===== src/design/bridge_pkg.sv =====
package bridge_pkg;

  // --------------------
  // Host side widths
  // --------------------
  localparam int ADDR_W = 32;
  localparam int DATA_W = 32;
  localparam int BE_W   = DATA_W / 8;  // One enable per byte lane

  // Heartbeat counter, kept short so the LED moves in simulation
  localparam int HEARTBEAT_BITS = 8;

  typedef logic [ADDR_W-1:0] addr_t;
  typedef logic [DATA_W-1:0] data_t;
  typedef logic [BE_W-1:0]   be_t;

  typedef enum logic {
    HOST_RD = 1'b0,
    HOST_WR = 1'b1
  } host_op_e;

  // Request as the host presents it
  // be is in host order, bit 3 selects byte 0
  typedef struct packed {
    host_op_e op;
    addr_t    addr;
    be_t      be;
    data_t    wdata;
  } host_req_t;

  // Same request after reversal, strobes in bus order
  typedef struct packed {
    host_op_e op;
    addr_t    addr;
    be_t      strb;   // Bit 0 selects byte 0
    data_t    wdata;
  } bus_req_t;

endpackage


===== src/design/status_leds.sv =====
`timescale 1ns/10ps

module status_leds (
  input  logic user_clk,
  input  logic rst_n,
  input  logic link_up,
  output logic rst_led,
  output logic link_led,
  output logic heartbeat_led
);

  import bridge_pkg::*;

  logic [HEARTBEAT_BITS-1:0] beat_cnt;

  // --------------------
  // LED registers
  // --------------------
  always_ff @(posedge user_clk) begin
    if (!rst_n) begin
      rst_led  <= 1'b1;  // Shows reset held
      link_led <= 1'b0;
      beat_cnt <= '0;
    end else begin
      rst_led  <= 1'b0;
      link_led <= link_up;
      beat_cnt <= beat_cnt + 1'b1;  // Free running
    end
  end

  // Top bit toggles every half wrap
  assign heartbeat_led = beat_cnt[HEARTBEAT_BITS-1];

endmodule


===== config.mk =====
export PLATFORM = sky130hd
export DESIGN_NAME = status_leds
export DESIGN_NICKNAME = d
export VERILOG_FILES = /design/src/design/bridge_pkg.sv /design/src/design/status_leds.sv
export SDC_FILE = /design/constraint.sdc
export NUM_CORES = 1
export LEC_CHECK = 0
export BUFFER_PORTS_ARGS = -buffer_cell sky130_fd_sc_hd__buf_4
export CAP_MARGIN = 20
export CORE_AREA = 5 5 42 44
export DETAILED_ROUTE_END_ITERATION = 7
export DIE_AREA = 0 0 47 49
export PLACE_DENSITY = 0.54
export SLEW_MARGIN = 10
export SYNTH_ARGS = -nofsm -noshare
export SYNTH_HDL_FRONTEND = slang
export SYNTH_SLANG_ARGS = --single-unit

===== constraint.sdc =====
create_clock -name user_clk -period 1.45 [get_ports user_clk]
set_input_delay 0.0725 -clock user_clk [delete_from_list [all_inputs] [get_ports user_clk]]
set_output_delay 0.0725 -clock user_clk [all_outputs]
set_load 0.005 [all_outputs]

# Yosys cells after proc, flatten, opt, wreduce, memory -nomap -nowiden
# Index checks and enable logic that the tools add are counted.
# classes
add_sub_neg	1
mux	1
# op_table
operator	n
8-bit by 1-bit adder with 8-bit output (second input constant)	1
1-bit two-way mux	1
# word_totals
elab_cells	5
inputBits	3
regBits	10

# Depth between registers and ports, before layout
# logic_depth
ltp_word	1
depth_mapped	4
mapped_depth_nobuf	4

# Least setup slack after synthesis
# OpenSTA, ideal clock, no wires.
# synth_path
path_kind	register -> register
from	register beat_cnt[0]
to	register beat_cnt[6]
path_stages_with_launch	5
setup_ns	0.071
arrival_time_ns	1.061
t_required_ns	1.379
path_buffers	0
setup_slack_ns	0.318
period_less_slack_ns	1.132
cell_sequence	dfxtp_1 -> ha_1 -> nand2_1 -> or3_1 -> a21oi_1
# synth_between
elab_chain_len	1
# synth_lines
element	line	source
from (decl)	status_leds.sv:14	logic [HEARTBEAT_BITS-1:0] beat_cnt;
from (signal assigned)	status_leds.sv:27	beat_cnt <= beat_cnt + 1'b1;
8-bit by 1-bit adder with 8-bit output	status_leds.sv:27	
# Every way passes these cells.
# A chain may end at the register's enable or synchronous reset.

# Worst setup path after layout
# Ends and elaborated chain as after synthesis.

==> run summary <==
The post-route cell area came out at 433 µm². The sequential group share of total power is between 50% and 60%. The clock reaches the later pin of the worst-skew pair after 0.26 ns.

Counting the fill cells in the layout gives between 150 and 200. The total setup buffers inserted after CTS is 0. The sum of routed wire length over all layers came out at ~540 µm. The worst register-to-register path ends at beat_cnt[6]$_SDFF_PN0_.

Derived from the worst setup path, the maximum achievable clock frequency is about 820 MHz. The biggest fanout along the worst timing path is 3. The number of nets in the layout came out at 50. The number of flip-flops and latches in the synthesized netlist came out at 10. After clock tree synthesis, the flow added hold-fix buffers numbering 0. Across every metal layer, demand over resource in global routing totals between 5 and 6%. The proportion of netlist area held by the largest area contributor came out at a little under three fifths.

The data arrival at the endpoint of the critical path is roughly 1.4 ns. Counting flops with an async set or reset pin after synthesis yields a share of 0%. The worst pin sits at a relative slew slack of between 80% and 90%. The clock network fraction of total power came out at roughly 37%. The residual antenna-violating net count after detailed routing is 0.

The clock transition at the register clock pins on the worst setup and hold paths after CTS is around 0.06 ns. The CTS sink count came out at 10. The total count of max-transition violations in the final report came out at 0.

The synthesized design contains 0 enable-type register cells. The number of antenna violations at the first check in global routing came out at 0. The switching power is about 110 µW. The critical register-to-register path startpoint is beat_cnt[0]$_SDFF_PN0_. The remaining global-route overflow came out at 0. Buffers inserted during clock tree synthesis total 3. The number of buffers inserted by port buffering came out at 5. The critical path is of the reg2reg type. The fraction of the cycle the final worst path needs came out at approximately 84%. The height of the die came out at a little under 50 µm. The H-tree depth reported by CTS came out at 1. The first-pass GRT wire length is about 920 µm.

On the final layout, the worst clock skew is 0.000241 ns. The initial cell density of the core is around 25%. The power density over the cells came out at about 1200 nW/µm². The worst-case IR drop observed on VDD is ~560 µV. The average wire per cell in the routed design is about 9 µm. In the synthesized netlist, the cells that appear most often are 10 x dfxtp_1, 4 x nor2_1, 3 x a21oi_1, 3 x o21ai_0, 3 x or3_1. The final sum of negative setup slack came out at 0 ns. The final hold violation count came out at 0. The number of cells on the worst hold path came out at 2. The half-perimeter wire length after placement is around 400 µm. For this run, the register share of the synthesized area comes to between 50% and 60%. The internal power is about 390 µW. Net switching is between 20% and 30% of the power. The number of library cell types mapped by synthesis came out at 14. The average via count per standard cell came out at approximately 4.3. In this run the most critical hold path is launched from link_up. The worst hold path terminates at link_led$_SDFF_PN0_. The number of top-level design ports is 6. The standard cell area after detailed placement is roughly 400 µm². The number of synthesis warnings is 0. The path class of the tightest hold or removal check is in2reg. The total DRC errors in the routed layout came out at 0. At the end of routability-driven placement, the weighted congestion stood at 0.660. The detailed router placed 260 vias in this run. The first-iteration detailed-routing DRC count came out at 1. The placeable core region came out at about 1400 µm². Synthesis produced a netlist with a net count of 40. The shortest period the worst path allows came out at roughly 1.2 ns. The startpoint of the most critical setup path is beat_cnt[0]$_SDFF_PN0_. The number of setup violations in the final report came out at 0. The analysis attributes to cell leakage a power of between 0.00015 and 0.0002 µW. Yosys attributes the largest share of cell area to dfxtp_1 57%, or3_1 5.3%, xor2_1 5.0%, a21oi_1 4.3%, o21ai_0 4.3%. The width of the die is roughly 47 µm.

The measured slew at the worst slew-check pin came out at roughly 0.22 ns. The cell taking the most area after synthesis is dfxtp_1. After synthesis the cells add up to 353 µm².

In this run the register-to-register setup slack is ~0.23 ns. The cell chosen for the clock root is clkbuf_4. The depth of the most critical reg-to-reg path came out at 4.

The most used standard cell by instance count after synthesis is dfxtp_1. Entering global routing, the biggest net connects 9 pins. Among all flip-flop cells after synthesis, the most frequent one is dfxtp_1. The worst setup path is launched from a flip-flop. In the final layout, the share of cells above drive strength 1 is between 20% and 30%. The flow ran to the end, and the final reports show no timing, DRC or antenna violations. The clock tree buffer depth is 2.

The number of core rows came out at 14. The max-cap check violation count came out at 0. The post-CTS resize count came out at 0.

The antenna diode instance count came out at 0. The sort of element at the end of the critical path is a flip-flop. The average instance in the mapped netlist occupies slightly below 10 µm². The required arrival time at the worst endpoint is 1.64 ns. Hold is met by just over 0.02 ns. Setup repair after global routing left no endpoint under its margin. The post-synthesis cell count came out at 36.

Before antenna repair, the detailed router went through 2 iterations. The CTS tree is built. The number of global-route vias before repair was between 200 and 250.

Relative to the synthesized area, the layout overhead comes to 22.7%. The share of power burned in combinational logic is 4.8%. The total die area is approximately 2300 µm².
==> critical path, cell delays in order (launching register included) <==
cell and delay, ns:
dfxtp_1 0.36, ha_1 0.22, nand2_1 0.08, or3_1 0.34, a21oi_1 0.14
==> worst max path at each step <==
stage                             end  slack (ns)
2_1_floorplan  beat_cnt[6]$_SDFF_PN0_        0.32
3_3_place_gp   beat_cnt[6]$_SDFF_PN0_        0.27
3_5_place_dp   beat_cnt[6]$_SDFF_PN0_        0.23
4_1_cts        beat_cnt[6]$_SDFF_PN0_        0.22
5_1_grt        beat_cnt[6]$_SDFF_PN0_        0.13
6_report       beat_cnt[6]$_SDFF_PN0_        0.23
==> state kept, by name (all words and copies together) (netlist names) <==
signal    flops
beat_cnt      8
link_led      1
rst_led       1
==> cells by family after synthesis <==
kind of cell / share of synthesized area, %
flops: 56.7
compound gates: 8.51
fa+ha+maj: 3.55
simple gates: 22.7
xor+xnor: 7.45
buf+inv: 1.06
==> cell type report <==
| class | count | area (µm²) | share of cell area [%] |
|---|---|---|---|
| timing repair buffer | 5 | 37.5 | 8.67 |
| sequential | 10 | 200 | 46.2 |
| inverter | 1 | 3.75 | 0.867 |
| clock buffer | 3 | 22.5 | 5.20 |
| tap | 16 | 20.0 | 4.62 |
| multi-input combinational | 25 | 149 | 34.4 |
==> layout by cell type (no fill, tap or decap) <==
master and n:
dfxtp_1 10, buf_4 5, nor2_1 4, o21ai_0 3, or3_1 3, a21oi_1 3
clkbuf_4 3, nand2_1 2, nand3_1 2, xor2_1 2, and2_1 2, clkinv_1 1
nand3_2 1, xnor2_1 1, nand4_1 1, ha_1 1
==> power by group through the flow <==
stage | logic, µW | registers (µW) | clock network, µW
2_1_floorplan | 12.8 | 298 | 0
3_3_place_gp | 25.2 | 298 | 0
3_5_place_dp | 24.9 | 298 | 0
4_1_cts | 24.9 | 292 | 194
5_1_grt | 27.4 | 294 | 204
6_report | 24.2 | 292 | 185
==> per-layer routing <==
metal / up-vias / share of wire (%) / global-route usage, %
li1: 141 / - / -
met1: 112 / 48 / 6.89
met2: 5 / 44 / 6.79
met3: 2 / 4.5 / 3.69
met4: 0 / 3.9 / 5.53
met5: - / 0 / 0
==> through the flow <==
step | util [%] | std cells | setup WS, ns | total power (µW)
after floorplan | - | 36 | 0.318 | 310
after global placement | 29.3 | 57 | 0.270 | 323
after detailed placement | 29.3 | 57 | 0.232 | 323
after CTS | 30.9 | 60 | 0.218 | 510
after global routing | 30.9 | 60 | 0.135 | 525
final | 30.9 | 60 | 0.235 | 501
Note: power is estimated with default switching activity, not from simulation.
