--- src/design/bridge_pkg.sv ---
package bridge_pkg;

  // --------------------
  // Host side widths
  // --------------------
  localparam int ADDR_W = 32;
  localparam int DATA_W = 32;
  localparam int BE_W   = DATA_W / 8;  // One enable per byte lane

  // Heartbeat counter, kept short so the LED moves in simulation
  localparam int HEARTBEAT_BITS = 8;

  typedef logic [ADDR_W-1:0] addr_t;
  typedef logic [DATA_W-1:0] data_t;
  typedef logic [BE_W-1:0]   be_t;

  typedef enum logic {
    HOST_RD = 1'b0,
    HOST_WR = 1'b1
  } host_op_e;

  // Request as the host presents it
  // be is in host order, bit 3 selects byte 0
  typedef struct packed {
    host_op_e op;
    addr_t    addr;
    be_t      be;
    data_t    wdata;
  } host_req_t;

  // Same request after reversal, strobes in bus order
  typedef struct packed {
    host_op_e op;
    addr_t    addr;
    be_t      strb;   // Bit 0 selects byte 0
    data_t    wdata;
  } bus_req_t;

endpackage

--- src/design/host_req_port.sv ---
`timescale 1ns/10ps

module host_req_port (
  input  logic                  user_clk,
  input  logic                  rst_n,
  input  logic                  req,
  input  bridge_pkg::host_req_t host_req,
  input  logic                  link_up,
  output logic                  ack,
  output bridge_pkg::data_t     rdata,
  output logic                  err,
  output logic                  start,
  output bridge_pkg::bus_req_t  bus_req,
  input  logic                  done,
  input  bridge_pkg::data_t     bus_rdata,
  input  logic                  bus_err
);

  import bridge_pkg::*;

  typedef enum logic [1:0] {
    IDLE,   // Waiting for req with link up
    BUSY,   // Access out on the bus
    ACKED   // Result shown, waiting for req to drop
  } state_e;

  state_e state;
  be_t    strb_rev;
  logic   accept;

  // Held req is only taken once the link is up
  assign accept = (state == IDLE) && req && link_up;

  // Host byte order is mirrored against the bus
  always_comb begin
    for (int i = 0; i < BE_W; i++) begin
      strb_rev[i] = host_req.be[BE_W-1-i];
    end
  end

  // --------------------
  // Handshake FSM
  // --------------------
  always_ff @(posedge user_clk) begin
    if (!rst_n) begin
      state <= IDLE;
      start <= 1'b0;
      ack   <= 1'b0;
    end else begin
      start <= 1'b0;  // Single-cycle pulse
      case (state)
        IDLE: begin
          if (accept) begin
            start <= 1'b1;
            state <= BUSY;
          end
        end
        BUSY: begin
          if (done) begin
            ack   <= 1'b1;
            state <= ACKED;
          end
        end
        ACKED: begin
          if (!req) begin  // Four-phase return to zero
            ack   <= 1'b0;
            state <= IDLE;
          end
        end
        default: state <= IDLE;
      endcase
    end
  end

  // Request capture and result latch
  always_ff @(posedge user_clk) begin
    if (accept) begin
      bus_req <= '{op: host_req.op, addr: host_req.addr, strb: strb_rev,
                   wdata: host_req.wdata};
    end
    if (state == BUSY && done) begin
      rdata <= bus_rdata;  // Stays put while ack is high
      err   <= bus_err;
    end
  end

endmodule

--- config.mk ---
export PLATFORM = sky130hd
export DESIGN_NAME = host_req_port
export DESIGN_NICKNAME = d
export VERILOG_FILES = /design/src/design/bridge_pkg.sv /design/src/design/host_req_port.sv
export SDC_FILE = /design/constraint.sdc
export NUM_CORES = 1
export LEC_CHECK = 0
export ABC_AREA = 1
export CAP_MARGIN = 0
export CORE_MARGIN = 10
export CORE_UTILIZATION = 60
export DETAILED_ROUTE_END_ITERATION = 6
export DONT_BUFFER_PORTS = 1
export PLACE_DENSITY = 0.82
export SYNTH_ARGS = -nofsm -noshare
export SYNTH_HDL_FRONTEND = slang
export SYNTH_SLANG_ARGS = --single-unit
--- constraint.sdc ---
create_clock -name user_clk -period 3.2 [get_ports user_clk]
set_input_delay 0.64 -clock user_clk [delete_from_list [all_inputs] [get_ports user_clk]]
set_output_delay 0.64 -clock user_clk [all_outputs]
set_load 0.005 [all_outputs]
# After elaboration in Yosys (flattened, before gate mapping)

Cells that the tools add are included.
Widths: inputs -> output; s select.

Register bits: 106
Bits in read-only memories: 0
Input bits: 107
Memories kept: 0
Logic and storage cells: 30
Bits in latches: 0
RAM bits: 0
Output and inout port bits: 104

Equal/unequal tests: 5
Div/mod/pow operators: 0
Bitwise logic cells: 0
Muxes and demuxes: 8
$add $sub $neg: 0
Shift operators: 0
Reduce and logical (&&, ||, !) cells: 8
Multiply operators: 0
$lt $le $gt $ge: 0

Operators by type and width:

| cell               | count |
|---|---|
| $mux 2             | 3 |
| $ne 2x2->1 const B | 3 |
| $pmux 2 s3         | 1 |
| $reduce_and 3->1   | 2 |
| $logic_and 1x1->1  | 3 |
| $mux 1             | 3 |
| $eq 2x1->1 const B | 1 |
| $eq 2x2->1 const B | 1 |
| $logic_not 2->1    | 1 |
| $pmux 1 s2         | 1 |
| $reduce_and 2->1   | 1 |
| $reduce_bool 2->1  | 1 |

# Longest topological paths before layout

Gate-level depths: netlist (run 1).

Word-level depth: 5
Gate-level depth with buffers: 4
Depth with buffers taken out: 4

# Least setup slack after synthesis (run 1)

OpenSTA, ideal clock, no wires.

Path type: in2reg
Start point: input port link_up
End point: register bus_req[0] (netlist name) (enable)
Slack: 0.662 ns
Library setup time: 0.423 ns
Data arrival time: 2.115 ns
Buffers on the path: 0
Cell stages on the path: 2
Cells stage by stage: nand4_2 > inv_1

Cells in the longest elaborated chain, start to end: 1

Ends and longest elaborated chain:

| what                 | RTL line            | RTL |
|---|---|---|
| from (decl)          | host_req_port.sv:8  | `input logic link_up,` |
| $logic_and 1x1->1    | host_req_port.sv:32 | `assign accept = (state == IDLE) && req && link_up;` |
| named net accept     | host_req_port.sv:29 | `logic accept;` |
| to (signal assigned) | host_req_port.sv:78 | `bus_req <= '{op: host_req.op, addr: host_req.addr, strb: strb_rev,` |
| to (decl)            | host_req_port.sv:13 | `output bridge_pkg::bus_req_t bus_req,` |

The timed path passes the listed nets, and every way through them passes these cells.
A chain may end at the register's enable or synchronous reset.

# Worst setup path in the final report (run 1)

Start point: register state[0]
End point: register bus_req[44] (netlist name) (enable)

Cells in the longest elaborated chain, start to end: 3

Ends and longest elaborated chain:

| what                           | RTL line            | RTL |
|---|---|---|
| from (decl)                    | host_req_port.sv:27 | `state_e state;` |
| from (signal assigned)         | host_req_port.sv:46 | `state <= IDLE;` |
| from (signal assigned)         | host_req_port.sv:55 | `state <= BUSY;` |
| from (signal assigned)         | host_req_port.sv:61 | `state <= ACKED;` |
| $logic_not 2->1                | host_req_port.sv:32 |  |
| $logic_and 1x1->1 (2 in a row) | host_req_port.sv:32 |  |
| named net accept               | host_req_port.sv:29 |  |

The timed path passes the listed nets, and every way through them passes these cells.

==> results of run 1 <==
-- per-layer routing --
metal / wire [um] / vias up
met4: 110 / 0
met5: 0 / -
met1: 2254 / 587
met2: 3902 / 150
li1: - / 501
met3: 1503 / 8
-- flip-flops by register name, summed over array words and instances (netlist names) --
name	cells
bus_req	69
rdata	32
state	2
ack	1
err	1
start	1
-- power groups by stage --
stage	clock [mW]	sequential (mW)	combinational [mW]
after floorplan	0	1.64	0.0239
after global placement	0	1.65	0.0291
after detailed placement	0	1.65	0.0318
after CTS	0.832	1.62	0.0323
after global routing	0.882	1.63	0.0357
final	0.804	1.62	0.0319
-- worst paths after layout --
kind / from / end
worst max-delay path: state[0] / bus_req[44]
worst min-delay path: bus_rdata[21] / rdata[21]
worst max register to register: state[0] / bus_req[44]
worst min register to register: ack / ack
-- cell type report --
cell class	instances	area (sq um)
Clock buffer	12	135.1
Clock inverter	3	65.06
Fill cell	301	1637
Inverter	6	22.52
Multi-Input combinational cell	10	67.56
Sequential cell	106	3143
Tap cell	70	87.58
Timing Repair Buffer	2	15.01
-- per-stage QoR --
stage	cell area, sq um	instances	power, mW	utilization
global route	3536	209	2.545	0.6836
CTS	3536	209	2.488	0.6836
floorplan	3233	122	1.662	-
global placement	3336	194	1.680	0.6449
finish	3536	209	2.457	0.6836
detailed placement	3336	194	1.686	0.6449
-- critical path, stage by stage (launching register included) --
cell and delay, ns:
dfxtp_1 0.35, inv_2 0.09, nand4_2 0.13, inv_2 0.07, buf_4 0.63
-- cell families (layout without fill, tap and decap cells) --
| family | after synthesis | count (layout) | synth area share |
|---|---|---|---|
| flip-flops | 106 | 106 | 0.9721 |
| AND/OR/NAND/NOR | 7 | 7 | 0.01625 |
| buffers and inverters | 6 | 23 | 0.006965 |
| AO/OA/AOI/OAI | 3 | 3 | 0.004643 |
-- layout by cell type (no fill, tap or decap), drive strengths merged --
cell / synthesis / layout
bufinv: 0 / 2
clkinv: 0 / 1
inv: 6 / 6
buf: 0 / 2
nor2: 1 / 1
clkbuf: 0 / 12
nand3b: 1 / 1
dfxtp: 4 / 4
a21oi: 3 / 3
nand2: 1 / 1
nand3: 3 / 3
nand4: 1 / 1
edfxtp: 102 / 102
==> impl_results.md, run 1 <==
- Kind of critical path: reg -> reg
- ANT cells: 0
- Yosys warning total: 0
- Final setup fails: 0
- Hold slack final: between 0.3 and 0.4 ns
- DRT antenna net count: 0
- Leakage: 1.135 nW
- Clock Root Buffer: clkbuf_8
- PnR worst setup slack: around 1.5 ns
- GP Congestion: ~0.68
- Clk_skew: between 0.004 and 0.005 ns
- Slew margin rel.: 0.4648
- Setup WS pre-CTS: around 1.3 ns
- Clk_lat worst skew: 0.34 ns
- Final WL: between 7000 and 8000 um
- Hold Vio Cnt, Final: 0
- Via Count: between 1,000 and 1,500
- Worst reg-to-reg setup slack: approximately 1.5 ns
- RSZ-0062 raised after global routing: no
- Top_reg_cell synth: edfxtp_1
- CP startpoint kind: flop
- Effective utilization at floorplan: 0.6251
- Worst-Margin Slew: between 0.8 and 0.9 ns
- Post-Syn Area: about 0.0032 sq mm
- H-tree depth: 3
- Critical Path AT: ~1.6 ns
- Worst-path clk slew: 0.08 ns
- Setup TNS: 0 ns
- Met3 usage: 0.1327
- GRT overflow: 0
- Top achievable clock speed: 601.7 MHz
- Most common cell in the netlist: edfxtp_1
- Number of detailed-route iterations in the first pass: 4
- Global-route wire length before repair: 10,100 um
- Post-synth top area share: 0.9474
- Row cnt: 26
- Antenna violations before repair: 0
- CTS tree: built
- Top cells by area, synth: edfxtp_1, dfxtp_1, nand3_2
- CP endpoint kind: flop
- Core ar.: roughly 0.0052 sq mm
- Share of cells above drive strength 1: 0.1439
- Cell taking the most area after synthesis: edfxtp_1
- Sequential fraction of the synthesis area: 0.9721
- Internal Pwr Total: between 2 and 2.5 mW
- Synth Area per Inst: 26.50 sq um
- NetSw: around 430 uW
- PortBufs: 0
- Gr usage total: 0.1711
- Die area: 0.008724 sq mm
- Hold buffers post-CTS: 0
- Layer carrying the most global-route usage: met2
- Hold depth: 0
- Period Utilization, post-route: 0.5194
- M1 GR Usage: 0.1549
- Setup Fix Bufs, Post-CTS: 0
- Yosys reg bits: between 100 and 150
- Ports: 211
- Switch share: 0.1749
- Pin count of the biggest net entering global routing: 70
- Max Buffers Root-to-Sink: 2
- Post-Syn Instances: approximately 120
- Max-slew violation count: 0
- Via-per-instance ratio: 5.962
- Global routing usage on met2: 0.2761
- CTS resizes: 0
- Share of flip-flops with an asynchronous set or reset: 0
- Max cap viols: 0
- VDD IR max: 338.2 uV
- Sequential fraction of design power: 0.660
- Syn nets: 229
- DRC Markers: 0
- Die height: approximately 93 um
- CTS Buf Count: 9
- Worst Hold Class: in -> reg
- Initial DRC count: 63
- Fin crit period: 1.662 ns
- DR WL/cell: 37.18 um
- Final-stage net count: between 200 and 250
- HPWL after DPL: about 6400 um
- Yosys cell types: 11
- Area grow syn2layout: 9.365%
- Sink Count: 106
- Comb pwr share: 0.013
- Post-synth EDFFs: 102
- WP data required: 3.17 ns
- Reg2reg path depth: 4
- Die Wd: 93.41 um
- Clock Power Share: 0.327
- Largest fanout on the critical path: 69
- Most instantiated cells after synthesis: edfxtp_1, dfxtp_1, inv_1, a21oi_1
- Vias in the first global route: around 1,300
- Outcome: finished, final reports clean
- Pwr dens: slightly below 700 mW/mm^2
Power figures use the tool's default switching activity.
==> run 2, diff against run 1 <==
clock period = 1.7 ns   (was 3.2 ns; I/O delays follow)
==> run 2 against run 1 <==
  * Clock skew grew 0.0078 ns
  * Design area up 0.57%
  * Maximum frequency rose by 25%
  * Sequential cell count unchanged
  * Wire length decreased by 0.23%
  * Combinational power rose by 120%
  * Non-clock buffer count unchanged
  * Worst setup slack worse by 1.2 ns
  * Global-route usage is essentially flat
  * Sequential share of layout area is 0.43 points lower
  * Worst hold slack got worse by 0.31 ns
==> impl_results.md, run 2 (synthesis gave the netlist of run 1 again) <==
- Gr usage total: 0.1710 (about the same)
- DR WL/cell: 36.74 um (-1.2%)
- Clock Root Buffer: clkbuf_8
- CP endpoint kind: flop
- PnR worst setup slack: 0.3693 ns (-1.169 ns)
- Pwr dens: 1250 mW/mm^2 (+80%)
- Pin count of the biggest net entering global routing: 70 (unchanged)
- Worst path max stage delay: 0.35 ns (-0.28 ns)
- DRT antenna net count: 0 (unchanged)
- Sink Count: 106 (unchanged)
- Fin cells: 211 (+0.96%)
- Die area: 0.008724 sq mm (unchanged)
- H-tree depth: 3 (unchanged)
- PortBufs: 0 (unchanged)
- Share of cells above drive strength 1: 0.1857 (+0.04183)
- Worst-path clk slew: 0.09 ns (about the same)
- Via-per-instance ratio: 5.858 (-1.7%)
- Hold slack final: 0.07800 ns (-0.3120 ns)
- Setup Fix Bufs, Post-CTS: 0 (unchanged)
- Final WL: 7752 um (-0.23%)
- Reg2reg start: state[0]
- CTS resizes: 0 (unchanged)
- Filler cells: 304 (+1.0%)
- Most frequent cells in the layout: edfxtp_1, clkbuf_8, clkinvlp_4
- CTS tree: built
- Area of the multi-input gates: 76.32 sq um (+13%)
- GP Congestion: 0.6609 (-3.3%)
- Final setup fails: 0 (unchanged)
- Hold buffers post-CTS: 0 (unchanged)
- Reg2reg path depth: 4 (unchanged)
- RSZ-0062 raised after global routing: no
- Vias in the first global route: 1,313 (-0.53%)
- Max-slew violation count: 0 (unchanged)
- Worst-Margin Slew: 0.3348 ns (-0.4680 ns)
- Fin crit period: 1.331 ns (-0.3313 ns)
- Worst Hold Class: in -> reg
- Min-Delay Startpoint: bus_rdata[20]
- Reg area: 0.003146 sq mm (about the same)
- Worst reg-to-reg setup slack: 0.37 ns (-1.17 ns)
- Largest fanout on the critical path: 69 (unchanged)
- Reg2reg end: bus_req[48]
- WP data required: 1.71 ns (-1.46 ns)
- Effective utilization at floorplan: 0.6251 (unchanged)
- Crit-path cells: inv_2 > nand4_4 > clkinvlp_4 > buf_12
- CP max-delay cell: dfxtp_2
- Number of detailed-route iterations in the first pass: 4 (unchanged)
- Clk_skew: 0.01256 ns (+0.007796 ns)
- Global-route wire length before repair: 10,140 um (+0.42%)
- Most common cell after layout, fill and taps aside: edfxtp_1
- Number of flip-flops in the largest register: 69 (unchanged)
- Final-stage net count: 242 (unchanged)
- Area grow syn2layout: 9.985%
- Hold Vio Cnt, Final: 0 (unchanged)
- DRC Markers: 0 (unchanged)
- Largest regs: bus_req (69), rdata (32), state (2)
- Clk_lat worst skew: 0.35 ns (about the same)
- Die Wd: 93.41 um (unchanged)
- Worst Hold End: rdata[20]
- CP startpoint kind: flop
- CP bufs+invs: 3 (unchanged)
- Slew margin rel.: 0.7768 (+0.3120)
- Hold depth: 0 (unchanged)
- Core ar.: 0.005172 sq mm (unchanged)
- Leakage: 1.112 nW (-2.1%)
- Antenna violations before repair: 1 (+1)
- Total power draw: 4.444 mW (+81%)
- Critical Path AT: 1.34 ns (-0.29 ns)
- Via Count: 1,236 (-0.80%)
- Setup WS pre-CTS: 0.4005 ns (-0.9305 ns)
- Period Utilization, post-route: 0.7828 (+0.2634)
- Row cnt: 26 (unchanged)
- Kind of critical path: reg -> reg
- HPWL after DPL: 6417 um (+1.0%)
- Placed Instances: 194 (unchanged)
- GRT overflow: 0 (unchanged)
- Die height: 93.41 um (unchanged)
- Top achievable clock speed: 751.5 MHz (+25%)
- Initial DRC count: 59 (-6.3%)
- Ports: 211 (unchanged)
- Outcome: finished, final reports clean
- Max Buffers Root-to-Sink: 2 (unchanged)
- VDD IR max: 634.6 uV (+88%)
- Delay-heaviest family, CP: buffers and inverters
- Max cap viols: 0 (unchanged)
- Reg with most FFs: bus_req
- CTS Buf Count: 9 (unchanged)
==> run 2: cell count changes in the layout (fill, tap and decap cells not counted), moves of 2 or more <==
cell	before	now
clkinvlp_4	0	4
clkbuf_1	3	0
buf_12	0	2
buf_4	2	0
bufinv_16	2	0
clkinv_4	0	2
dfxtp_1	4	2
dfxtp_2	0	2
==> run 2: worst register-to-register path, stage by stage, from the launching register on <==
cell        delay (ns)
dfxtp_2           0.35
inv_2             0.09
nand4_4           0.13
clkinvlp_4        0.11
buf_12            0.30
==> run 2: worst max-delay path by stage <==
stage | startpoint | depth (start not counted) | slack [ns] | to
4_1_cts | state[0] | 4 | 0.37 | bus_req[17]
2_1_floorplan | state[0] | 3 | -0.17 | bus_req[0]
5_1_grt | state[0] | 4 | 0.31 | bus_req[48]
3_5_place_dp | state[0] | 4 | 0.40 | bus_req[9]
3_3_place_gp | state[0] | 4 | 0.46 | bus_req[27]
6_report | state[0] | 4 | 0.37 | bus_req[48]
==> run 2: area by class of cell <==
| cell class | instances | area share |
|---|---|---|
| tap | 70 | 0.02463 |
| timing repair buffer | 2 | 0.01126 |
| multi-input combinational | 10 | 0.02146 |
| antenna | 1 | 0.0007037 |
| sequential | 106 | 0.8846 |
| clock buffer | 9 | 0.03483 |
| clock inverter | 7 | 0.01513 |
| inverter | 6 | 0.007389 |
==> run 2: where the power goes <==
part           leakage, nW  switching, mW  total [mW]  internal [mW]
Combinational       0.0534         0.0539      0.0697         0.0158
Sequential           0.976         0.0636        3.05           2.99
Clock               0.0818          0.786        1.32          0.538
Total                 1.11          0.904        4.44           3.54
==> run 2: layer usage <==
layer  GRT usage  vias up  part of all wire
met5           0        -                 0
met4     0.08740        0             0.021
met3      0.1303       12              0.19
met2      0.2836      146              0.51
met1      0.1450      574              0.28
li1            -      504                 -
==> run 2: per-stage QoR <==
| stage | cell area [sq um] | setup TNS, ns | util |
|---|---|---|---|
| floorplan | 3248 | -11.52 | - |
| global placement | 3376 | 0 | 0.6526 |
| detailed placement | 3376 | 0 | 0.6526 |
| CTS | 3553 | 0 | 0.6870 |
| global route | 3553 | 0 | 0.6870 |
| finish | 3556 | 0 | 0.6875 |
