==> src/design/bridge_pkg.sv <==
package bridge_pkg;

  // --------------------
  // Host side widths
  // --------------------
  localparam int ADDR_W = 32;
  localparam int DATA_W = 32;
  localparam int BE_W   = DATA_W / 8;  // One enable per byte lane

  // Heartbeat counter, kept short so the LED moves in simulation
  localparam int HEARTBEAT_BITS = 8;

  typedef logic [ADDR_W-1:0] addr_t;
  typedef logic [DATA_W-1:0] data_t;
  typedef logic [BE_W-1:0]   be_t;

  typedef enum logic {
    HOST_RD = 1'b0,
    HOST_WR = 1'b1
  } host_op_e;

  // Request as the host presents it
  // be is in host order, bit 3 selects byte 0
  typedef struct packed {
    host_op_e op;
    addr_t    addr;
    be_t      be;
    data_t    wdata;
  } host_req_t;

  // Same request after reversal, strobes in bus order
  typedef struct packed {
    host_op_e op;
    addr_t    addr;
    be_t      strb;   // Bit 0 selects byte 0
    data_t    wdata;
  } bus_req_t;

endpackage

==> src/design/axil_pkg.sv <==
package axil_pkg;

  // --------------------
  // Block memory size
  // --------------------
  localparam int MEM_WORDS = 256;
  localparam int MEM_AW    = $clog2(MEM_WORDS);  // Word index bits

  // Only the two responses this slave gives
  typedef enum logic [1:0] {
    RESP_OKAY   = 2'b00,
    RESP_SLVERR = 2'b10
  } axil_resp_e;

  // --------------------
  // Channel payloads
  // --------------------
  typedef struct packed {
    bridge_pkg::addr_t addr;
  } axil_aw_t;

  typedef struct packed {
    bridge_pkg::data_t data;
    bridge_pkg::be_t   strb;   // Bus order
  } axil_w_t;

  typedef struct packed {
    axil_resp_e resp;
  } axil_b_t;

  typedef struct packed {
    bridge_pkg::addr_t addr;
  } axil_ar_t;

  typedef struct packed {
    bridge_pkg::data_t data;
    axil_resp_e        resp;
  } axil_r_t;

endpackage

==> src/design/axil_master.sv <==
`timescale 1ns/10ps

module axil_master (
  input  logic                 user_clk,
  input  logic                 rst_n,
  input  logic                 start,
  input  bridge_pkg::bus_req_t bus_req,
  output logic                 done,
  output bridge_pkg::data_t    rdata,
  output logic                 err,
  output logic                 awvalid,
  input  logic                 awready,
  output axil_pkg::axil_aw_t   aw,
  output logic                 wvalid,
  input  logic                 wready,
  output axil_pkg::axil_w_t    w,
  input  logic                 bvalid,
  output logic                 bready,
  input  axil_pkg::axil_b_t    b,
  output logic                 arvalid,
  input  logic                 arready,
  output axil_pkg::axil_ar_t   ar,
  input  logic                 rvalid,
  output logic                 rready,
  input  axil_pkg::axil_r_t    r
);

  import bridge_pkg::*;
  import axil_pkg::*;

  typedef enum logic [2:0] {IDLE, WR_ADDR, WR_RESP, RD_ADDR, RD_DATA} state_e;

  state_e state;
  logic   aw_taken;
  logic   w_taken;

  // AW and W may be accepted on different cycles
  assign aw_taken = !awvalid || awready;
  assign w_taken  = !wvalid || wready;

  // --------------------
  // Channel control
  // --------------------
  always_ff @(posedge user_clk) begin
    if (!rst_n) begin
      state   <= IDLE;
      awvalid <= 1'b0;
      wvalid  <= 1'b0;
      bready  <= 1'b0;
      arvalid <= 1'b0;
      rready  <= 1'b0;
      done    <= 1'b0;
    end else begin
      done <= 1'b0;
      case (state)
        IDLE: begin
          if (start && bus_req.op == HOST_WR) begin
            awvalid <= 1'b1;  // Address and data go out together
            wvalid  <= 1'b1;
            state   <= WR_ADDR;
          end else if (start) begin
            arvalid <= 1'b1;
            state   <= RD_ADDR;
          end
        end
        WR_ADDR: begin
          if (awready) awvalid <= 1'b0;
          if (wready) wvalid <= 1'b0;
          if (aw_taken && w_taken) begin
            bready <= 1'b1;
            state  <= WR_RESP;
          end
        end
        WR_RESP: begin
          if (bvalid) begin
            bready <= 1'b0;
            done   <= 1'b1;
            state  <= IDLE;
          end
        end
        RD_ADDR: begin
          if (arready) begin
            arvalid <= 1'b0;
            rready  <= 1'b1;
            state   <= RD_DATA;
          end
        end
        RD_DATA: begin
          if (rvalid) begin
            rready <= 1'b0;
            done   <= 1'b1;
            state  <= IDLE;
          end
        end
        default: state <= IDLE;
      endcase
    end
  end

  // Channel payloads and collected response
  always_ff @(posedge user_clk) begin
    if (state == IDLE && start) begin
      aw <= '{addr: bus_req.addr};
      w  <= '{data: bus_req.wdata, strb: bus_req.strb};
      ar <= '{addr: bus_req.addr};
    end
    if (bvalid && bready) begin
      rdata <= '0;  // Nothing to return on a write
      err   <= (b.resp == RESP_SLVERR);
    end else if (rvalid && rready) begin
      rdata <= r.data;
      err   <= (r.resp == RESP_SLVERR);
    end
  end

endmodule

==> config.mk <==
export PLATFORM = sky130hd
export DESIGN_NAME = axil_master
export DESIGN_NICKNAME = d
export VERILOG_FILES = /design/src/design/bridge_pkg.sv /design/src/design/axil_pkg.sv /design/src/design/axil_master.sv
export SDC_FILE = /design/constraint.sdc
export NUM_CORES = 1
export LEC_CHECK = 0
export ABC_CLOCK_PERIOD_IN_PS = 5700
export BUFFER_PORTS_ARGS = -buffer_cell sky130_fd_sc_hd__buf_4
export CORE_AREA = 2 2 97 99
export CTS_CLUSTER_DIAMETER = 30
export DETAILED_ROUTE_END_ITERATION = 16
export DIE_AREA = 0 0 99 101
export PLACE_DENSITY = 0.91
export SLEW_MARGIN = 5
export SYNTH_ARGS = -nofsm -noshare
export SYNTH_HDL_FRONTEND = slang
export SYNTH_SLANG_ARGS = --single-unit
==> constraint.sdc <==
create_clock -name user_clk -period 5.7 [get_ports user_clk]
set_clock_uncertainty 0.1 [all_clocks]
set_input_delay 0 -clock user_clk [delete_from_list [all_inputs] [get_ports user_clk]]
set_output_delay 0 -clock user_clk [all_outputs]
set_load 0.03 [all_outputs]
# After elaboration in Yosys (flattened, before gate mapping)
# Cells that the tools add are included.
[totals] inputBits=113 ff_bits=110
[op_classes] reduce_logical=21 n_mux=27 n_eq_ne=16
[ops] cell="$mux 3" count=6
[ops] cell="$ne 2x2->1 const B" count=9
[ops] cell="$pmux 3 s5" count=1
[ops] cell="$mux 1" count=14
[ops] cell="$pmux 1 s2" count=6
[ops] cell="$reduce_and 3->1" count=4
[ops] cell="$reduce_bool 2->1" count=5
[ops] cell="$eq 3x2->1 const B" count=2
[ops] cell="$logic_and 1x1->1" count=5
[ops] cell="$reduce_and 5->1" count=1
[ops] cell="$eq 2x2->1 const B" count=2
[ops] cell="$reduce_and 4->1" count=1
[ops] cell="$eq 3x1->1 const B" count=1
[ops] cell="$eq 3x3->1 const B" count=1
[ops] cell="$logic_not 3->1" count=1
[ops] cell="$ne 3x3->1 const B" count=1
[ops] cell="$logic_not 1->1" count=2
[ops] cell="$logic_or 1x1->1" count=2

# Logic depth before layout (Yosys ltp)
# Gate-level depths: netlist of run 1.
[logic_depth] depth_word=5 mapped_depth=5 mapped_depth_nobuf=3

# Worst setup path after synthesis of run 1
# Ideal clock, no wire load.
[synth_path] path_kind="register -> register" from="reg state[0]" to="reg arvalid" setup_ps=92 t_required_ps=5508 period_less_slack_ps=3388 path_buffers=1 stages_incl_launch_ff=5 arrival_time_ps=3196 setup_slack_ps=2312 path_cell_list="dfxtp_1 buf_4 nor4b_4 a21oi_1 a311oi_1"
[synth_between] elab_chain_cells=3 word_cells_on_any_way=8
[synth_rtl] element="start, declared" line="axil_master.sv:33" text="state_e state;"
[synth_rtl] element="start signal, assigned" line="axil_master.sv:46" text="state <= IDLE;"
[synth_rtl] element="start signal, assigned" line="axil_master.sv:60" text="state <= WR_ADDR;"
[synth_rtl] element="start signal, assigned" line="axil_master.sv:63" text="state <= RD_ADDR;"
[synth_rtl] element="$eq 3x2->1 / $logic_not 3->1 (equally long branches)" line="axil_master.sv:55" text="case (state)"
[synth_rtl] element="$ne 2x2->1 (no line) / $reduce_bool 2->1 (equally long branches)"
[synth_rtl] element="$reduce_and 4->1 (no line)"
[synth_rtl] element="end signal, assigned" line="axil_master.sv:50" text="arvalid <= 1'b0;"
[synth_rtl] element="end signal, assigned" line="axil_master.sv:62" text="arvalid <= 1'b1;"
[synth_rtl] element="end signal, assigned" line="axil_master.sv:83" text="arvalid <= 1'b0;"
[synth_rtl] element="end, declared" line="axil_master.sv:20" text="output logic arvalid,"
# Parallel ways exist; a longest one is shown, timed or not.
# A chain may end at the register's enable or synchronous reset.

# Worst setup path in the final report of run 1
[layout_path] from="reg state[2]" to="reg arvalid"
# The elaborated chain is that of the path after synthesis.

==> impl_metrics.csv, run 1 <==
group,metric,value,unit
flow_run,cap_violations,0,
worst_setup_path,critical_path.cell_chain,"nor4b_4 > buf_4 > a21oi_1 > a311oi_1 > dlygate4sd3_1",
clock_tree,htree_num_levels,3,
worst_setup_path,crit_path_max_fanout,70,
grt,antenna_found_initial,1,
routing,drt_wl_total,14.48,mm
worst_setup_path,path_class,"reg -> reg",
hold_path,min_to,"bready$_SDFFE_PN0P_",
clock_tree,clk_pin_slew,110,ps
sta,relSlewSlack,0.2596,
synthesis,synthCells,296,
grt,grt_start_max_net_pins,71,
power,p_leak,0.003042,uW
floorplan,die_height,101,um
worst_setup_path,crit_slowest_cell,"buf_4",
sta,setup_violations,0,
placed_design,io_buffers,251,
hold_path,whs_path_depth,4,
cells_and_area,nets,743,
clock_tree,root_buffer,"clkbuf_8",
floorplan,dieWidth,99,um
cells_and_area,mostFrequentLayoutCell,"buf_4",
worst_setup_path,path_depth,5,
cells_and_area,final_cell_count_no_fill,747,
cells_and_area,layout_common_cells,"buf_4, dlygate4sd3_1, nand2_1, edfxtp_1, dfxtp_1",
clock_tree,cts_tree,"yes",
routing,drcViolationCount,0,
routing,dr.pass1.iters,4,
sta,finalHoldViolations,0,
power,max-vdd-ir-drop,0.0002225,V
routing,ant_nets,0,
grt,grt_usage,0.2798,
sta,fin_crit_sh,0.4597,
placed_design,place_inst,616,
worst_setup_path,critPathArrivalTime,2830,ps
grt,grt_overflow,0,
routing,drt-initial-drc-count,172,
floorplan,coreArea,8977,um2
cells_and_area,fillers,513,
sta,tns,0,ps
synthesis,ys_seq_elements,110,
worst_setup_path,r2r_setup_slack,3080,ps
outcome,status,"finished clean",
cells_and_area,drive_above_1_share,0.4331,
clock_tree,cts-root-to-sink-buffers,2,
routing,via_count,3645,
hold_path,min_from,"wready",
worst_setup_path,worst_setup_path_end_kind,"flop",
sta,slew_viol_final,0,
worst_setup_path,rr_worst_depth,5,
floorplan,dieArea,9999,um2
clock_tree,cts-buffers-inserted,9,
floorplan,ioPinCount,252,
worst_setup_path,crit_family,"buffers and inverters",
clock_tree,cts_resized,0,
hold_path,hold_class,"in -> reg",
synthesis,ys_seq_area_frac,0.7420,
worst_setup_path,startpoint_type,"flop",
floorplan,initial_core_util,0.4343,
clock_tree,insertion_delay,360,ps
routing,avgRoutedWirePerCell,19.38,um
synthesis,syn_nets,409,
placed_design,gp_routability_congestion,0.8128,
synthesis,ys_warn_count,0,
clock_tree,clock-sinks,110,
worst_setup_path,reg2reg_to,"arvalid$_SDFFE_PN0P_",
synthesis,syn_area,3899,um2
worst_setup_path,rr_startpoint,"state[2]$_SDFFE_PN0P_",
worst_setup_path,critPathMaxStageDelay,720,ps
sta,grt_setup_unrepaired,"false",
sta,fmax,381.6,MHz
sta,tightest_slew,1111,ps
worst_setup_path,critPathBufInv,2,
cells_and_area,seqCellArea,2893,um2
routing,via_per_inst,4.880,
grt,grt_pass1_vias,3831,
worst_setup_path,cp.required,5910,ps
synthesis,synth_cell_type_count,32,
cells_and_area,area_growth,80.10,%
grt,grt_pass1_wl,20.98,mm
placed_design,dp_hpwl,8.504,mm
power,powerDensity,303.0,nW/um2
floorplan,rows,35,
cells_and_area,multi_input_area,700.7,um2
synthesis,syn_avg_cell_area,13.17,um2
clock_tree,cts_setup_buffers,0,
sta,finalCriticalPeriod,2621,ps
-- what timing repair did --
action	4_1_cts	5_1_grt
endpoints found under the setup margin	0	0
hold endpoints to repair	110	0
hold buffers	114	0
-- registers in the layout, summed over array words and instances, names as in the netlist --
name,cells
wvalid,1
awvalid,1
rready,1
bready,1
w,36
arvalid,1
err,1
state,3
ar,32
rdata,32
done,1
-- worst max path at each step --
stage,from,end
after floorplan,state[0]$_SDFFE_PN0P_,arvalid$_SDFFE_PN0P_
after global placement,state[2]$_SDFFE_PN0P_,arvalid$_SDFFE_PN0P_
after detailed placement,state[2]$_SDFFE_PN0P_,arvalid$_SDFFE_PN0P_
after CTS,state[2]$_SDFFE_PN0P_,arvalid$_SDFFE_PN0P_
after global routing,state[2]$_SDFFE_PN0P_,arvalid$_SDFFE_PN0P_
final,state[2]$_SDFFE_PN0P_,arvalid$_SDFFE_PN0P_
-- cell families after synthesis --
logic type / count (synthesis) / synth area share
simple gates: 91 / 0.1072
compound gates: 48 / 0.07253
buf+inv: 47 / 0.07830
flops: 110 / 0.7420
-- report_power, final --
part	switching (uW)	internal, uW	total [uW]	leakage, uW
registers	50.6	946	996	0.000990
logic	341	249	591	0.00193
clock network	283	257	540	0.000118
-- cell type report --
| class | count | share of cell area |
|---|---|---|
| Clock inverter | 7 | 0.01586 |
| Timing Repair Buffer | 367 | 0.4330 |
| Multi-Input combinational cell | 139 | 0.09979 |
| Inverter | 3 | 0.001604 |
| Sequential cell | 110 | 0.4120 |
| Tap cell | 111 | 0.01978 |
| Antenna cell | 1 | 0.0003564 |
| Clock buffer | 9 | 0.01764 |
-- synthesized netlist by cell type --
library cell / n / area (um2)
buf_2: 4 / 20.02
nand3b_1: 2 / 15.01
buf_1: 3 / 11.26
and2b_1: 1 / 7.510
o21ai_0: 2 / 10.01
o31a_1: 1 / 8.760
and2_1: 2 / 12.51
dfxtp_1: 41 / 820.8
a21oi_1: 36 / 180.2
a22oi_1: 1 / 7.510
inv_2: 1 / 3.750
edfxtp_1: 69 / 2072
a21boi_2: 1 / 11.26
inv_1: 2 / 7.510
buf_4: 33 / 247.7
clkbuf_1: 4 / 15.01
or3_1: 1 / 6.260
a31o_1: 2 / 17.52
nor2b_2: 1 / 8.760
nand2_1: 69 / 259.0
o32ai_1: 1 / 8.760
nand2b_1: 5 / 31.28
nand3_1: 2 / 10.01
a311oi_1: 2 / 17.52
a31oi_1: 1 / 6.260
and3_1: 2 / 12.51
nor3b_2: 1 / 12.51
or2_1: 1 / 6.260
nor2_1: 2 / 7.510
a2111oi_2: 1 / 15.01
nor3_1: 1 / 5.000
nor4b_4: 1 / 23.77
-- per-layer routing --
layer | vias to the layer above | global-route usage | routed length, um
met3 | 38 | 0.08530 | 1292
met2 | 211 | 0.5234 | 7872
li1 | 1663 | - | -
met1 | 1733 | 0.2899 | 4817
met4 | 0 | 0.1159 | 497
met5 | - | 0 | 0
-- tightest hold or removal path, delay by kind of cell --
family	cells	cell delay (ps)
buf+inv	1	110
simple gates	2	270
compound gates	1	60
-- stage by stage --
stage / hold WS, ps / power (uW) / utilization / cell area [um2] / setup slack (ps)
global placement: 78.78 / 1503 / 0.6286 / 5643 / 3729
finish: 17.67 / 2127 / 0.7822 / 7022 / 3079
detailed placement: 79.52 / 1520 / 0.6286 / 5643 / 3655
global route: 23.07 / 2200 / 0.7822 / 7022 / 2918
floorplan: -1.131 / 1305 / - / 3899 / 2312
CTS: 5.492 / 2117 / 0.7819 / 7019 / 3115
(Power assumes the default switching activity.)
==> run 2, diff against run 1 <==
Settings changed: ABC_CLOCK_PERIOD_IN_PS 5700 to 2400, CORE_AREA 2 2 97 99 to not set, CORE_UTILIZATION set to 38, DIE_AREA 0 0 99 101 to not set, PLACE_DENSITY 0.91 to 0.85.
Clock period 5.7 ns to 2.4 ns, I/O delays scaled along.
==> run 2 against run 1 <==
Against the previous run: clock power up 89%; die area up 6.7%; cell count up 3.5%; register-to-register slack worse by 2900 ps; largest cell class unchanged.
==> impl_metrics.csv, run 2 (same netlist as run 1, synthesis figures left out) <==
group,metric,value,unit
worst_setup_path,crit_path_max_fanout,11,
power,pwr-share-comb,0.293,
cells_and_area,multi_input_area,701.9,um2
sta,finalCriticalPeriod,2278,ps
grt,grt_pass1_vias,3533,
cells_and_area,mostFrequentLayoutCell,"buf_4",
power,p_leak,0.003028,uW
placed_design,dp_hpwl,7.870,mm
grt,grt_overflow,0,
clock_tree,cts-buffers-inserted,9,
worst_setup_path,critPathArrivalTime,2290,ps
clock_tree,root_buffer,"clkbuf_8",
worst_setup_path,path_class,"in -> reg",
floorplan,dieWidth,103.3,um
power,p_int,3245,uW
sta,relSlewSlack,0.7351,
worst_setup_path,critical_path.cell_chain,"dlygate4sd3_1 > buf_4 > and2_2 > nand3b_1 > dlygate4sd3_1 > o21ai_0 > dlygate4sd3_1",
cells_and_area,drive_above_1_share,0.4342,
power,clockPowerShare,0.213,
clock_tree,clk_pin_slew,90,ps
sta,fmax,438.9,MHz
sta,finalHoldViolations,0,
sta,fin_crit_sh,0.9493,
power,powerDensity,679.6,nW/um2
clock_tree,clock-sinks,110,
worst_setup_path,cp.required,2410,ps
cells_and_area,largest_reg_flops,36,
sta,setup_violations,0,
routing,ant_nets,0,
hold_path,min_to,"state[0]$_SDFFE_PN0P_",
routing,avgRoutedWirePerCell,17.16,um
cells_and_area,largest-register,"w",
hold_path,whs_path_depth,3,
sta,grt_setup_unrepaired,"false",
hold_path,hold_class,"in -> reg",
cells_and_area,fillers,634,
routing,dr.pass1.iters,4,
grt,grt_start_max_net_pins,71,
power,p_sw_frac,0.3205,
power,p_seq_frac,0.494,
outcome,status,"finished clean",
routing,via_count,3573,
worst_setup_path,startpoint_type,"primary input",
grt,grt_pass1_wl,18.23,mm
cells_and_area,area_growth,80.23,%
worst_setup_path,r2r_setup_slack,130,ps
flow_run,cap_violations,0,
worst_setup_path,crit_family,"buffers and inverters",
power,switchingPower,1530,uW
floorplan,die_height,103.3,um
grt,use_met3,0.06048,
worst_setup_path,reg2reg_to,"err$_DFFE_PP_",
grt,grt_usage,0.2383,
worst_setup_path,crit_path_frequent_cell,"dlygate4sd3_1",
clock_tree,htree_num_levels,3,
cells_and_area,seqCellArea,2894,um2
grt,antenna_found_initial,2,
clock_tree,cts_tree,"yes",
grt,met2_usage,0.4451,
worst_setup_path,critPathMaxStageDelay,580,ps
sta,slew_viol_final,0,
worst_setup_path,rr_worst_depth,5,
routing,drt_wl_total,13.27,mm
placed_design,gp_routability_congestion,0.7969,
cells_and_area,top_regs,"w (36), ar (32), rdata (32)",
sta,hold_slack,105.1,ps
floorplan,rows,36,
routing,via_per_inst,4.622,
worst_setup_path,path_depth,7,
hold_path,min_from,"start",
worst_setup_path,worst_setup_path_end_kind,"flop",
floorplan,dieArea,10670,um2
floorplan,coreArea,9864,um2
routing,drcViolationCount,0,
power,max-vdd-ir-drop,0.0004105,V
cells_and_area,layout_common_cells,"buf_4, dlygate4sd3_1, nand2_1, edfxtp_1, dfxtp_1",
worst_setup_path,rr_startpoint,"bready$_SDFFE_PN0P_",
clock_tree,insertion_delay,360,ps
floorplan,ioPinCount,252,
sta,tightest_slew,396.9,ps
worst_setup_path,critPathBufInv,4,
grt,busiest_layer,"met2",
routing,drt-initial-drc-count,97,
cells_and_area,fin_util,0.7123,
grt,met1_usage,0.2412,
clock_tree,cts-root-to-sink-buffers,2,
floorplan,initial_core_util,0.3952,
placed_design,io_buffers,251,
worst_setup_path,crit_slowest_cell,"dlygate4sd3_1",
cells_and_area,nets,746,
==> run 2: through the flow <==
stage | total power, uW | setup slack, ps | area [um2] | std cells | TNS [ps]
6_report | 4775 | 121.6 | 7027 | 773 | 0
5_1_grt | 4963 | 3.071 | 7027 | 773 | 0
2_1_floorplan | 3102 | -969.9 | 3904 | 296 | -60540
4_1_cts | 4755 | 140.2 | 7020 | 771 | 0
3_5_place_dp | 3611 | 722.5 | 5699 | 640 | 0
3_3_place_gp | 3581 | 776.5 | 5699 | 640 | 0
==> run 2: worst min-delay path: stages <==
cell and delay, ps:
buf_4 90, nor4b_4 260, o31a_1 180
==> run 2: power by group through the flow <==
stage               logic [uW]  clock network [uW]  registers (uW)
floorplan                  334                   0            2770
CTS                       1380                1030            2350
global route              1470                1110            2380
finish                    1400                1020            2360
detailed placement        1220                   0            2390
global placement          1200                   0            2380
==> run 2: routing by layer <==
layer | vias to the layer above | routed length, um | part of all wire
met5 | - | 0 | 0
met1 | 1677 | 4659 | 0.35
met4 | 0 | 535 | 0.040
li1 | 1669 | - | -
met2 | 192 | 7139 | 0.54
met3 | 35 | 932 | 0.070
==> run 2: cell type report <==
class                           instances  area share
Inverter                                3    0.001603
Sequential cell                       110      0.4119
Tap cell                              133     0.02368
Antenna cell                            2   0.0007123
Timing Repair Buffer                  370      0.4380
Clock inverter                          4    0.004452
Multi-Input combinational cell        139     0.09989
Clock buffer                           12     0.01976
==> run 2: worst max path at each step <==
stage,from,endpoint,slack (ps)
floorplan,state[0]$_SDFFE_PN0P_,arvalid$_SDFFE_PN0P_,-970
global placement,state[0]$_SDFFE_PN0P_,arvalid$_SDFFE_PN0P_,780
detailed placement,state[0]$_SDFFE_PN0P_,arvalid$_SDFFE_PN0P_,720
CTS,bready$_SDFFE_PN0P_,err$_DFFE_PP_,140
global route,state[0]$_SDFFE_PN0P_,arvalid$_SDFFE_PN0P_,3
finish,bvalid,err$_DFFE_PP_,120
==> run 2: timing repair <==
item                                    4_1_cts  5_1_grt
hold buffers                                115        0
endpoints found under the setup margin        0        1
resized for setup                             0        1
setup buffers                                 0        0
endpoints found under the hold margin       110        0
==> run 3, diff against run 2 <==
Settings changed: CORE_UTILIZATION 38 to 39, CTS_BUF_LIST set to sky130_fd_sc_hd__clkbuf_8, PLACE_DENSITY 0.85 to 0.87.
==> run 3 against run 2 <==
Against the previous run: die area down 2.5%; combinational power about the same; sequential cell count unchanged; cell count unchanged; via count increased by 1.5%.
==> impl_metrics.csv, run 3 (same netlist as run 1, synthesis figures left out) <==
group,metric,value,unit
routing,drcViolationCount,0,
outcome,status,"finished clean",
clock_tree,htree_num_levels,3,
worst_setup_path,critPathCapture,"err$_DFFE_PP_",
sta,finalCriticalPeriod,2307,ps
flow_run,cap_violations,0,
routing,dr.pass1.iters,4,
floorplan,dieArea,10400,um2
routing,drt-initial-drc-count,128,
power,pwr-share-comb,0.298,
sta,fin_ws,93.30,ps
cells_and_area,seqCellArea,2894,um2
floorplan,die_height,102.0,um
floorplan,coreArea,9729,um2
cells_and_area,fin_util,0.7239,
cells_and_area,drive_above_1_share,0.4328,
worst_setup_path,rr_worst_depth,6,
sta,relSlewSlack,0.6682,
clock_tree,cts-root-to-sink-buffers,2,
worst_setup_path,worst_setup_path_end_kind,"flop",
placed_design,dp_hpwl,8.356,mm
hold_path,hold_class,"in -> reg",
placed_design,gp_routability_congestion,0.8559,
sta,tightest_slew,497.7,ps
floorplan,initial_core_util,0.4007,
worst_setup_path,cp.required,2410,ps
power,max-vdd-ir-drop,0.0003877,V
power,p_leak,0.003035,uW
worst_setup_path,path_class,"in -> reg",
worst_setup_path,reg2reg_to,"err$_DFFE_PP_",
placed_design,post-place-ws,712.6,ps
routing,via_count,3628,
floorplan,ioPinCount,252,
power,clockPowerShare,0.207,
grt,grt_overflow,0,
hold_path,whs_path_depth,4,
cells_and_area,area_growth,80.65,%
worst_setup_path,crit_path_max_fanout,23,
routing,avgRoutedWirePerCell,18.27,um
floorplan,dieWidth,102.0,um
clock_tree,cts_setup_buffers,0,
cells_and_area,nets,748,
grt,antenna_found_initial,0,
worst_setup_path,startpoint,"bvalid",
routing,ant_nets,0,
clock_tree,cts-buffers-inserted,9,
power,p_sw_frac,0.3246,
grt,grt_pass1_wl,19.89,mm
worst_setup_path,crit_slowest_cell,"dlygate4sd3_1",
worst_setup_path,startpoint_type,"primary input",
worst_setup_path,critPathArrivalTime,2310,ps
grt,grt_pass1_vias,3712,
sta,fmax,433.5,MHz
grt,grt_start_max_net_pins,56,
worst_setup_path,crit_path_frequent_cell,"dlygate4sd3_1",
cells_and_area,multi_input_area,703.2,um2
sta,finalHoldViolations,0,
clock_tree,cts_tree,"yes",
routing,drt_wl_total,14.12,mm
power,p_seq_frac,0.495,
routing,via_per_inst,4.693,
worst_setup_path,rr_startpoint,"bready$_SDFFE_PN0P_",
cells_and_area,largest-register,"w",
clock_tree,clock-sinks,110,
worst_setup_path,critical_path.cell_chain,"dlygate4sd3_1 > buf_4 > and2_4 > buf_12 > nand3b_1 > dlygate4sd3_1 > o21ai_0 > dlygate4sd3_1",
power,p_int,3223,uW
cells_and_area,fillers,620,
clock_tree,root_buffer,"clkbuf_8",
cells_and_area,top_regs,"w (36), ar (32), rdata (32)",
cells_and_area,largest_reg_flops,36,
grt,grt_usage,0.2602,
power,switchingPower,1549,uW
power,powerDensity,677.6,nW/um2
placed_design,io_buffers,251,
cells_and_area,mostFrequentLayoutCell,"buf_4",
floorplan,rows,36,
sta,fin_crit_sh,0.9611,
sta,slew_viol_final,0,
sta,grt_setup_unrepaired,"false",
clock_tree,insertion_delay,350,ps
worst_setup_path,r2r_setup_slack,110,ps
clock_tree,clk_pin_slew,100,ps
cells_and_area,antenna_cells,0,
cells_and_area,layout_common_cells,"buf_4, dlygate4sd3_1, nand2_1, edfxtp_1, dfxtp_1",
sta,setup_violations,0,
worst_setup_path,critPathMaxStageDelay,570,ps
[run 3: cell count changes in the layout (fill, tap and decap cells not counted)]
cell / previous run / this run
clkbuf_4: 1 / 0
inv_6: 2 / 1
inv_4: 1 / 0
clkinv_1: 0 / 4
buf_12: 1 / 2
and2_2: 1 / 0
and2_4: 0 / 1
clkinvlp_4: 1 / 2
clkbuf_1: 2 / 0
diode_2: 2 / 0
buf_4: 254 / 255
[run 3: layout make-up]
cell class              instances  area share
flip-flops and latches        110      0.4109
inverters                       3    0.001599
clock buffers                   9     0.01759
repair buffers                372      0.4409
clock inverters                 7    0.005507
well taps                     133     0.02363
multi-input cells             139     0.09984
[run 3: how the worst min path moves through the flow]
stage | start | end | slack [ps]
2_1_floorplan | bus_req[36] | ar[0]$_DFFE_PP_ | -1
3_3_place_gp | bus_req[1] | w[5]$_DFFE_PP_ | 80
3_5_place_dp | bus_req[1] | w[5]$_DFFE_PP_ | 80
4_1_cts | awready | bready$_SDFFE_PN0P_ | 40
5_1_grt | awready | bready$_SDFFE_PN0P_ | 90
6_report | awready | bready$_SDFFE_PN0P_ | 80
[run 3: per-layer routing]
metal / vias to the layer above / track usage / wire length [um]
met4: 0 / 0.1374 / 671
li1: 1670 / - / -
met3: 50 / 0.06977 / 1020
met1: 1696 / 0.2613 / 4937
met2: 212 / 0.4884 / 7492
met5: - / 0 / 0
[run 3: worst max-delay path, delay by kind of cell]
| kind | cells | cell delay, ps |
|---|---|---|
| buffers and inverters | 5 | 1960 |
| AO/OA/AOI/OAI | 1 | 90 |
| AND/OR/NAND/NOR | 2 | 250 |
[run 3: what timing repair did]
item | in CTS | in global routing
gates resized for setup | 0 | 5
endpoints found under the hold margin | 110 | 0
setup endpoints to repair | 0 | 1
hold buffers | 115 | 0
[run 3: metrics by stage]
stage / power [uW] / setup TNS [ps] / area (um2) / hold WS (ps) / std cells
2_1_floorplan: 3102 / -60540 / 3904 / -1.131 / 296
3_3_place_gp: 3582 / 0 / 5714 / 78.83 / 642
3_5_place_dp: 3623 / 0 / 5714 / 79.20 / 642
4_1_cts: 4735 / 0 / 7028 / 41.18 / 773
5_1_grt: 4938 / 0 / 7043 / 90.73 / 773
6_report: 4773 / 0 / 7043 / 75.81 / 773
[run 3: power groups by stage]
| stage | registers, uW | clock network [uW] | logic [uW] |
|---|---|---|---|
| after floorplan | 2770 | 0 | 334 |
| after global placement | 2380 | 0 | 1210 |
| after detailed placement | 2390 | 0 | 1230 |
| after CTS | 2350 | 993 | 1390 |
| after global routing | 2380 | 1080 | 1480 |
| final | 2360 | 989 | 1420 |
